$ cat src/hdl/modexp_pkg.sv
/* Shared widths, vector types and controller states for the modular exponentiation engine.
   Imported by every RTL module of the engine. */

`default_nettype none

package modexp_pkg;

    // Modulus and all values reduced by it
    localparam int mod_width = 16;

    // Exponent width, one square-and-multiply round per bit
    localparam int exp_width = 4;

    // Step index must reach mod_width - 1
    localparam int step_width = 4;

    typedef logic [mod_width-1:0]  mod_word_t;
    typedef logic [exp_width-1:0]  exp_word_t;
    typedef logic [step_width-1:0] step_idx_t;

    // Controller sequence, see modexp_ctrl
    typedef enum logic [2:0] {
        st_idle,
        st_load,
        st_check,
        st_mul,
        st_sqr,
        st_shift,
        st_done
    } modexp_state_t;

endpackage

`default_nettype wire

$ cat src/hdl/modmul_step_timer.sv
/* Step counter for one modular multiplication. Started by mul_start, it walks
   the operand bit index from the top bit down to bit 0. */

`timescale 1ns/100ps
`default_nettype none

module modmul_step_timer
    import modexp_pkg::*;
(
    input  logic      clk,
    input  logic      rst,
    input  logic      mul_start,
    output logic      step_en,
    output step_idx_t step_idx,
    output logic      step_last
);

    logic      active;
    step_idx_t cnt;

    always_ff @(posedge clk or posedge rst) begin
        if (rst) begin
            active <= 1'b0;
            cnt    <= '0;
        end else if (mul_start) begin
            active <= 1'b1;
            cnt    <= step_idx_t'(mod_width - 1);
        end else if (active) begin
            if (cnt == '0)
                active <= 1'b0;
            else
                cnt <= cnt - 1'b1;
        end
    end

    assign step_en   = active;
    assign step_idx  = cnt;
    assign step_last = active && (cnt == '0);

    a_no_restart: assert property (@(posedge clk) disable iff (rst)
        mul_start |-> !step_en);

endmodule

`default_nettype wire

$ cat src/hdl/modmul_unit.sv
/* Interleaved shift-add modular multiplier, op_a times op_b mod modulus.
   One bit of op_a per enabled step, MSB first; product is the partial remainder. */

`timescale 1ns/100ps
`default_nettype none

module modmul_unit
    import modexp_pkg::*;
(
    input  logic      clk,
    input  logic      rst,
    input  logic      step_en,
    input  step_idx_t step_idx,
    input  logic      mul_start,
    input  mod_word_t op_a,
    input  mod_word_t op_b,
    input  mod_word_t modulus,
    output mod_word_t product
);

    // Partial remainder, always below the modulus
    mod_word_t part;

    // One extra bit so doubling and adding keep their carry
    logic [mod_width:0] mod_ext;
    logic [mod_width:0] dbl;
    logic [mod_width:0] dbl_red;
    logic [mod_width:0] addend;
    logic [mod_width:0] sum;
    logic [mod_width:0] sum_red;

    assign mod_ext = {1'b0, modulus};

    always_comb begin
        // Doubling: part < m gives dbl < 2m, one subtract is enough
        dbl = {part, 1'b0};
        if (dbl >= mod_ext)
            dbl_red = dbl - mod_ext;
        else
            dbl_red = dbl;

        if (op_a[step_idx])
            addend = {1'b0, op_b};
        else
            addend = '0;

        // op_b < m as well, so the sum stays below 2m
        sum = dbl_red + addend;
        if (sum >= mod_ext)
            sum_red = sum - mod_ext;
        else
            sum_red = sum;
    end

    always_ff @(posedge clk or posedge rst) begin
        if (rst) begin
            part <= '0;
        end else if (mul_start) begin
            part <= '0;
        end else if (step_en) begin
            part <= sum_red[mod_width-1:0];
        end
    end

    assign product = part;

endmodule

`default_nettype wire

$ cat src/hdl/modexp_datapath.sv
/* Operand registers of the exponentiation: modulus, accumulator, base,
   exponent shift register and result, plus multiplier operand selection. */

`timescale 1ns/100ps
`default_nettype none

module modexp_datapath
    import modexp_pkg::*;
(
    input  logic      clk,
    input  logic      rst,
    input  logic      load_en,
    input  mod_word_t message,
    input  mod_word_t modulus,
    input  exp_word_t exponent,
    input  logic      sqr_sel,
    input  logic      write_acc,
    input  logic      write_base,
    input  logic      shift_en,
    input  logic      result_en,
    input  mod_word_t product,
    output mod_word_t op_a,
    output mod_word_t op_b,
    output mod_word_t mod_reg,
    output logic      exp_lsb,
    output logic      exp_zero,
    output mod_word_t result
);

    mod_word_t acc;
    mod_word_t base;
    exp_word_t exp_sr;

    always_ff @(posedge clk) begin
        if (load_en) begin
            mod_reg <= modulus;
            base    <= message;
            acc     <= mod_word_t'(1);
        end else begin
            if (write_acc)
                acc <= product;
            if (write_base)
                base <= product;
        end
    end

    // Exponent bits consumed LSB first
    always_ff @(posedge clk or posedge rst) begin
        if (rst) begin
            exp_sr <= '0;
            result <= '0;
        end else begin
            if (load_en)
                exp_sr <= exponent;
            else if (shift_en)
                exp_sr <= exp_sr >> 1;
            if (result_en)
                result <= acc;
        end
    end

    assign op_a     = sqr_sel ? base : acc;
    assign op_b     = base;
    assign exp_lsb  = exp_sr[0];
    assign exp_zero = (exp_sr == '0);

    // Caller keeps the message reduced, the engine never reduces it
    a_operands_ok: assert property (@(posedge clk) disable iff (rst)
        load_en |-> (modulus >= mod_word_t'(2)) && (message < modulus));

endmodule

`default_nettype wire

$ cat src/hdl/modexp_ctrl.sv
/* Controller FSM for square-and-multiply: request handshake, multiply/square
   sequencing and response handshake. */

`timescale 1ns/100ps
`default_nettype none

module modexp_ctrl
    import modexp_pkg::*;
(
    input  logic clk,
    input  logic rst,
    input  logic req_valid,
    output logic req_ready,
    output logic rsp_valid,
    input  logic rsp_ready,
    input  logic exp_lsb,
    input  logic exp_zero,
    input  logic step_last,
    output logic load_en,
    output logic mul_start,
    output logic sqr_sel,
    output logic write_acc,
    output logic write_base,
    output logic shift_en,
    output logic result_en
);

    modexp_state_t state;
    modexp_state_t state_nxt;

    // Keeps req_ready low in the first cycle out of reset
    logic armed;
    // Write strobe cycle, one cycle after the last multiplier step
    logic wr_pend;

    always_ff @(posedge clk or posedge rst) begin
        if (rst) begin
            state   <= st_idle;
            armed   <= 1'b0;
            wr_pend <= 1'b0;
        end else begin
            state   <= state_nxt;
            armed   <= 1'b1;
            wr_pend <= step_last;
        end
    end

    always_comb begin
        state_nxt = state;
        case (state)
            st_idle:  if (req_valid && req_ready) state_nxt = st_load;
            st_load:  state_nxt = st_check;
            st_check: begin
                if (exp_zero)
                    state_nxt = st_done;
                else if (exp_lsb)
                    state_nxt = st_mul;
                else
                    state_nxt = st_sqr;
            end
            st_mul:   if (wr_pend) state_nxt = st_sqr;
            st_sqr:   if (wr_pend) state_nxt = st_shift;
            st_shift: state_nxt = st_check;
            st_done:  if (rsp_ready) state_nxt = st_idle;
            default:  state_nxt = st_idle;
        endcase
    end

    assign req_ready = (state == st_idle) && armed;
    assign load_en   = req_valid && req_ready;

    // Square follows straight after the multiply write, so restart there too
    assign mul_start = ((state == st_check) && !exp_zero) || ((state == st_mul) && wr_pend);
    assign sqr_sel    = (state == st_sqr);
    assign write_acc  = (state == st_mul) && wr_pend;
    assign write_base = (state == st_sqr) && wr_pend;
    assign shift_en   = (state == st_shift);

    // Result captured on the edge into st_done
    assign result_en = (state == st_check) && exp_zero;
    assign rsp_valid = (state == st_done);

    a_rsp_hold: assert property (@(posedge clk) disable iff (rst)
        rsp_valid && !rsp_ready |=> rsp_valid);

    a_write_excl: assert property (@(posedge clk) disable iff (rst)
        !(write_acc && write_base));

endmodule

`default_nettype wire

$ cat src/hdl/modexp_top.sv
/* Top of the modular exponentiation engine, result = message ** exponent mod modulus.
   Requests and responses each use a valid/ready handshake. */

`timescale 1ns/100ps
`default_nettype none

module modexp_top
    import modexp_pkg::*;
(
    input  logic      clk,
    input  logic      rst,
    input  logic      req_valid,
    output logic      req_ready,
    input  mod_word_t message,
    input  mod_word_t modulus,
    input  exp_word_t exponent,
    output logic      rsp_valid,
    input  logic      rsp_ready,
    output mod_word_t result
);

    logic      load_en;
    logic      mul_start;
    logic      sqr_sel;
    logic      write_acc;
    logic      write_base;
    logic      shift_en;
    logic      result_en;
    logic      exp_lsb;
    logic      exp_zero;
    logic      step_en;
    logic      step_last;
    step_idx_t step_idx;
    mod_word_t op_a;
    mod_word_t op_b;
    mod_word_t mod_reg;
    mod_word_t product;

    modexp_ctrl u_ctrl (
        .clk        (clk),
        .rst        (rst),
        .req_valid  (req_valid),
        .req_ready  (req_ready),
        .rsp_valid  (rsp_valid),
        .rsp_ready  (rsp_ready),
        .exp_lsb    (exp_lsb),
        .exp_zero   (exp_zero),
        .step_last  (step_last),
        .load_en    (load_en),
        .mul_start  (mul_start),
        .sqr_sel    (sqr_sel),
        .write_acc  (write_acc),
        .write_base (write_base),
        .shift_en   (shift_en),
        .result_en  (result_en)
    );

    modmul_step_timer u_timer (
        .clk       (clk),
        .rst       (rst),
        .mul_start (mul_start),
        .step_en   (step_en),
        .step_idx  (step_idx),
        .step_last (step_last)
    );

    // Multiplier reduces by the registered modulus
    modmul_unit u_mul (
        .clk       (clk),
        .rst       (rst),
        .step_en   (step_en),
        .step_idx  (step_idx),
        .mul_start (mul_start),
        .op_a      (op_a),
        .op_b      (op_b),
        .modulus   (mod_reg),
        .product   (product)
    );

    modexp_datapath u_dp (
        .clk        (clk),
        .rst        (rst),
        .load_en    (load_en),
        .message    (message),
        .modulus    (modulus),
        .exponent   (exponent),
        .sqr_sel    (sqr_sel),
        .write_acc  (write_acc),
        .write_base (write_base),
        .shift_en   (shift_en),
        .result_en  (result_en),
        .product    (product),
        .op_a       (op_a),
        .op_b       (op_b),
        .mod_reg    (mod_reg),
        .exp_lsb    (exp_lsb),
        .exp_zero   (exp_zero),
        .result     (result)
    );

endmodule

`default_nettype wire

$ cat config.mk
export PLATFORM = sky130hd
export DESIGN_NAME = modexp_top
export DESIGN_NICKNAME = d
export VERILOG_FILES = /design/src/hdl/modexp_pkg.sv /design/src/hdl/modmul_step_timer.sv /design/src/hdl/modmul_unit.sv /design/src/hdl/modexp_datapath.sv /design/src/hdl/modexp_ctrl.sv /design/src/hdl/modexp_top.sv
export SDC_FILE = /design/constraint.sdc
export NUM_CORES = 1
export LEC_CHECK = 0
export BUFFER_PORTS_ARGS = -buffer_cell sky130_fd_sc_hd__buf_2
export CORE_ASPECT_RATIO = 2
export CORE_MARGIN = 1.5
export CORE_UTILIZATION = 25
export DETAILED_ROUTE_END_ITERATION = 10
export PLACE_DENSITY_LB_ADDON = 0.15
export SLEW_MARGIN = 20
export SYNTH_ARGS = -nofsm -noshare
export SYNTH_HDL_FRONTEND = slang
export SYNTH_SLANG_ARGS = --single-unit
$ cat constraint.sdc
create_clock -name clk -period 7.85 [get_ports clk]
set_input_delay 0.3925 -clock clk [delete_from_list [all_inputs] [get_ports clk]]
set_output_delay 0.3925 -clock clk [all_outputs]
set_load 0.02 [all_outputs]
* Yosys cells after proc, flatten, opt, wreduce, memory -nomap -nowiden
Index checks and enable logic that the tools add are counted.
** Cells by class
- $lt $le $gt $ge :: 3
- Mux-type cells :: 25
- $add $sub $neg :: 4
- Equality and inequality tests :: 11
- Reduce and logical (&&, ||, !) cells :: 18
** Operator list (number)
- $mux 16 :: 7
- $ge 17x16->1 :: 2
- $mux 4 :: 5
- $mux 3 :: 6
- $pmux 3 s6 :: 1
- $add 17x16->17 :: 1
- $mux 17 :: 1
- $sub 17x16->17 :: 1
- $sub 16x16->16 :: 1
- $eq 3x3->1 const B :: 3
- $logic_not 4->1 :: 2
- $logic_and 1x1->1 :: 7
- $eq 3x2->1 const B :: 2
- $ne 2x2->1 const B :: 3
- $reduce_bool 2->1 :: 3
- $lt 4x5->1 const B :: 1
- $bmux 1 s4 :: 1
- $mux 1 :: 4
- $ne 2x1->1 const B :: 2
- $reduce_and 4->1 :: 1
- $sub 4x1->4 const B :: 1
- $eq 3x1->1 const B :: 1
- $logic_not 3->1 :: 1
- $reduce_and 2->1 :: 1
- other kinds (3) :: 3
** Word-level totals
- Output and inout port bits :: 18
- Input bits :: 40
- Bits in registers :: 94
- Word-level logic and storage cells :: 72

* Depth between registers and ports, before layout
- Depth after elaboration :: 10
- Mapped depth :: 31

* By module
Synthesis repeated with hierarchy kept, for this count alone.
** Second synthesis, totals
- Cells, all modules :: 700
- Area, all modules :: 7090.6 sq um
** Modules (own cells, without submodules)
- modmul_unit :: times used 1, cells each 461, area an instance 3658.5 sq um
- modexp_datapath :: times used 1, cells each 173, area an instance 2827.7 sq um
- modexp_ctrl :: times used 1, cells each 41, area an instance 347.8 sq um
- modmul_step_timer :: times used 1, cells each 25, area an instance 256.5 sq um

* Least setup slack after synthesis
OpenSTA, ideal clock, no wires.
- Path kind :: register -> register
- Start point :: register u_ctrl.state[1]
- End point :: register u_mul.part[2], in the netlist u_mul.product[2]
- Period minus slack after synthesis :: 6410 ps
- Stages on the path, launching flop included :: 27
- Arrival :: 6273 ps
- Data required time :: 7713 ps
- Path slack :: 1440 ps
- Path through :: dfrtp_1 > clkbuf_1 > nor3_1 > mux4_2 > mux4_2 > mux2i_1 > nor2b_1 > ha_1 > fa_1 > a21oi_1 > o211ai_1 > a2111oi_0 > or2_2 > o21ai_0 > xor2_1 > ha_1 > nand2_1 > nand2b_1 > a211oi_1 > nor2_1 > a2111oi_0 > o21ai_0 > and3b_1 > buf_6 > buf_12 > mux2i_1 > a21oi_1
** Between the ends
- Cells in the longest elaborated chain, start to end :: 10
- Elaborated cells between the ends (all ways) :: 17
- Those cells by class :: 2 x add/sub; 1 x order compare; 3 x eq/ne; 7 x mux; 4 x reduce/logical
** RTL lines
- from (decl) :: line modexp_ctrl.sv:28 : modexp_state_t state;
- from (signal assigned) :: line modexp_ctrl.sv:38 : state <= st_idle;
- from (signal assigned) :: line modexp_ctrl.sv:42 : state <= state_nxt;
- $eq 3x3->1 :: line modexp_ctrl.sv:74 : assign sqr_sel = (state == st_sqr);
- $mux 16 :: line modexp_datapath.sv:62 : assign op_a = sqr_sel ? base : acc;
- $bmux 1 s4 :: line modmul_unit.sv:42 : if (op_a[step_idx])
- $mux 1 (not written as such) :: line modmul_unit.sv:42
- $mux 16 :: line modmul_unit.sv:42
- $add 17x16->17 :: line modmul_unit.sv:48 : sum = dbl_red + addend;
- $sub 16x16->16 / $ge 17x16->1 (equally long branches) :: line modmul_unit.sv:50, modmul_unit.sv:49
- $mux 16 :: line modmul_unit.sv:49 : if (sum >= mod_ext)
- $mux 16 :: line modmul_unit.sv:60 : end else if (step_en) begin
- $mux 16 :: line modmul_unit.sv:58 : end else if (mul_start) begin
- to (signal assigned) :: line modmul_unit.sv:61 : part <= sum_red[mod_width-1:0];
- to (decl) :: line modmul_unit.sv:22 : mod_word_t part;
Several ways; a longest one is shown, not always the timed one. The select of a mux whose other input is x is not followed.
A chain may end at the register's enable or synchronous reset.

* Worst setup path after layout
- Start point :: register u_dp.mod_reg[1]
- End point :: register u_mul.part[14], in the netlist u_mul.product[14]
** Between the ends
- Cells in the longest elaborated chain, start to end :: 7
- Elaborated cells between the ends (all ways) :: 9
- Those cells by class :: 3 x add/sub; 2 x order compare; 4 x mux
** RTL lines
- from (decl) :: line modexp_datapath.sv:24 : output mod_word_t mod_reg,
- from (signal assigned) :: line modexp_datapath.sv:36 : mod_reg <= modulus;
- $sub 17x16->17 / $ge 17x16->1 (equally long branches) :: line modmul_unit.sv:38, modmul_unit.sv:37
- $mux 17 :: line modmul_unit.sv:37 : if (dbl >= mod_ext)
- $add 17x16->17 :: line modmul_unit.sv:48
- $sub 16x16->16 / $ge 17x16->1 (equally long branches) :: line modmul_unit.sv:50, modmul_unit.sv:49
- $mux 16 (*) :: line modmul_unit.sv:49
- $mux 16 (*) :: line modmul_unit.sv:60
- $mux 16 (*) :: line modmul_unit.sv:58
Every way passes the cells marked *; elsewhere a longest branch is shown, timed or not. The select of a mux whose other input is x is not followed.

==> results.json <==
{
  "tns_ns": 0,
  "antennaDiodeCount": 0,
  "ys_ff_latch": 94,
  "synth_cell_types": 59,
  "synthArstFlopShare_pct": 48.9,
  "drv_slew": 0,
  "drt_iter0_drc": 160,
  "hold_class": "in2reg",
  "cap_viol_max_count": 0,
  "ys_seq_area_share_pct": 37.1,
  "antenna_found_initial": 0,
  "cts-root-buf": "clkbuf_16",
  "crit_type": "reg2reg",
  "drc": 0,
  "first_pass_iters": 6,
  "start_util_pct": 25.5,
  "syn2layout_area_growth_pct": 15.0,
  "syn_avg_cell_area_sq_um": 9.06,
  "gr-usage-all-layers_pct": 15.6,
  "via_count": 5328,
  "cp.arrival_ns": 7.43,
  "synth_edf_count": 32,
  "yosysTopAreaCellShare_pct": 17.6,
  "placeableCoreArea_sq_mm": 0.0258,
  "setup_viol": 0,
  "clk_latency_ns": 0.37,
  "clk_pin_slew_ns": 0.07,
  "netlist_area_sq_mm": 0.00656,
  "end_kind": "flop",
  "timing.final.hold_violations": 0,
  "rsz0062_at_grt": "no",
  "dp_hpwl_um": 16400,
  "wl_um": 20400,
  "layout_setup_ws_ns": 0.716,
  "fmax_ghz": 0.140,
  "cts-htree-levels": 3,
  "tritoncts": "done",
  "grt_pass1_vias": 5885,
  "critPathMaxFanout": 18,
  "row_count": 83,
  "layout_commonest_cell": "nand2_1",
  "mostFrequentLayoutCells": "130 x nand2_1, 66 x a21oi_1, 57 x buf_2",
  "syn_nets": 816,
  "yosysTopAreaCell": "dfrtp_1",
  "fin_nets": 872,
  "fp.dieArea_sq_mm": 0.0273,
  "die_w_um": 118,
  "drive_gt1_share_pct": 15.5,
  "final_core_util_pct": 29.3,
  "port_buffers": 57,
  "grt_overflow": 0,
  "yosys_most_used_dff": "dfrtp_1",
  "cts_setup_buffers": 0,
  "grt_max_degree": 53,
  "postPlaceCellArea_sq_mm": 0.00725,
  "worstPathRequired_ns": 8.15,
  "dp_slack_ns": 0.489,
  "ctsResizeCount": 0,
  "tightest_slew_ns": 1.07,
  "io_pins": 58,
  "die_h_um": 232,
  "crit_path_start_kind": "flop",
  "cts_sinks": 94,
  "fin_area_sq_mm": 0.00754,
  "outcome": "finished, final reports clean",
  "fin_crit_ns": 7.13,
  "cts_buffer_depth": 2,
  "netlist_instances": 724,
  "cts_made_buffers": 9,
  "slew_headroom_pct": 27.6,
  "ant_nets": 0,
  "finClkSkew_ns": 0.00689,
  "viasPerCell": 4.74,
  "grt_pass1_wl_um": 31800,
  "ys.warnings.count": 0,
  "gp_congestion": 0.821,
  "post_drt_wl_per_cell_um": 18.1,
  "synthTopCellsByArea": "dfrtp_1 18%, edfxtp_1 15%, ha_1 9.3%",
  "hold_buffers": 0,
  "finalCritPeriodShare_pct": 90.9
}
[Yosys cell counts, drive strengths merged (2+ instances only)]
cell,instances
nor2b,29
nor4,4
or3,3
ha,49
a21o,15
nand3,12
clkbuf,19
xor2,12
nand3b,6
inv,33
o31a,2
o21ai,43
o21bai,10
nor2,32
nand2,130
edfxtp,32
nand4,10
fa,3
o21a,9
mux2i,12
and3,7
o211ai,6
dfxtp,16
a2111oi,3
and2,2
a21oi,66
nor3,12
nand2b,4
a211oi,7
or2,4
xnor2,27
a22oi,3
a32oi,2
buf,6
mux4,10
mux2,18
dfrtp,46
a31oi,6
[metrics by stage]
step,hold WS [ns],instances
2_1_floorplan,0.444,724
3_3_place_gp,0.466,1109
3_5_place_dp,0.472,1109
4_1_cts,0.173,1125
5_1_grt,0.177,1125
6_report,0.192,1125
[per-layer routing]
metal,wire (um),vias to the layer above,part of all wire [%],track usage (%)
met5,0,-,0,0
met4,948,0,4.6,8.88
met3,403,40,2.0,2.23
met2,12200,87,60,33.0
met1,6890,2498,34,13.5
li1,-,2703,-,-
[layout make-up]
class	count	area (sq um)
clock inverter	6	47.5
inverter	33	124
tap	340	425
clock buffer	10	250
sequential	94	2430
multi-input combinational	572	3880
timing repair buffer	70	383
fill	2862	18200
[worst paths after layout]
kind	slack [ns]	from	depth (start not counted)	to
setup / recovery	0.72	u_dp.mod_reg[1]$_DFFE_PP_	26	u_mul.product[14]$_DFFE_PP0P_
max in group asynchronous	7.18	rst	3	u_mul.product[1]$_DFFE_PP0P_
setup reg to reg	0.72	u_dp.mod_reg[1]$_DFFE_PP_	26	u_mul.product[14]$_DFFE_PP0P_
hold / removal	0.19	modulus[10]	1	u_dp.mod_reg[10]$_DFFE_PP_
hold reg to reg	0.48	u_dp.acc[8]$_SDFFE_PP0P_	2	u_dp.acc[8]$_SDFFE_PP0P_
min in group asynchronous	0.20	rst	3	u_dp.exp_sr[1]$_DFFE_PP0P_
[worst max-delay path, cell delays in order (launching register included)]
cell and delay [ns]:
edfxtp_1 0.42, inv_1 0.16, ha_1 0.26, ha_1 0.19
nand4_1 0.22, nor4_1 0.12, nor4_1 0.43, and4_4 0.32
or2_0 0.41, o21ai_0 0.21, ha_1 0.36, o21ai_0 0.20
o21bai_1 0.11, a211oi_1 0.41, o21ai_0 0.22, a31oi_1 0.27
nor2b_1 0.22, xnor2_1 0.14, ha_1 0.39, nand3_1 0.12
nor2_1 0.38, a31oi_1 0.37, o21ai_0 0.16, and3b_1 0.19
buf_4 0.22, or3b_1 0.40, a31oi_1 0.16
[logic make-up (layout without fill, tap and decap cells)]
kind of cell | Yosys count | after routing | synth area share (%)
fa+ha+maj | 52 | 52 | 10.3
flops | 94 | 94 | 37.1
other cells | 1 | 1 | 0.0572
compound gates | 180 | 180 | 16.7
mux | 40 | 40 | 8.36
simple gates | 260 | 260 | 18.6
buf+inv | 58 | 119 | 3.72
xor+xnor | 39 | 39 | 5.21
Power is not shown: default switching activity piles up to over one toggle a cycle in this logic, so the estimate is an artifact.
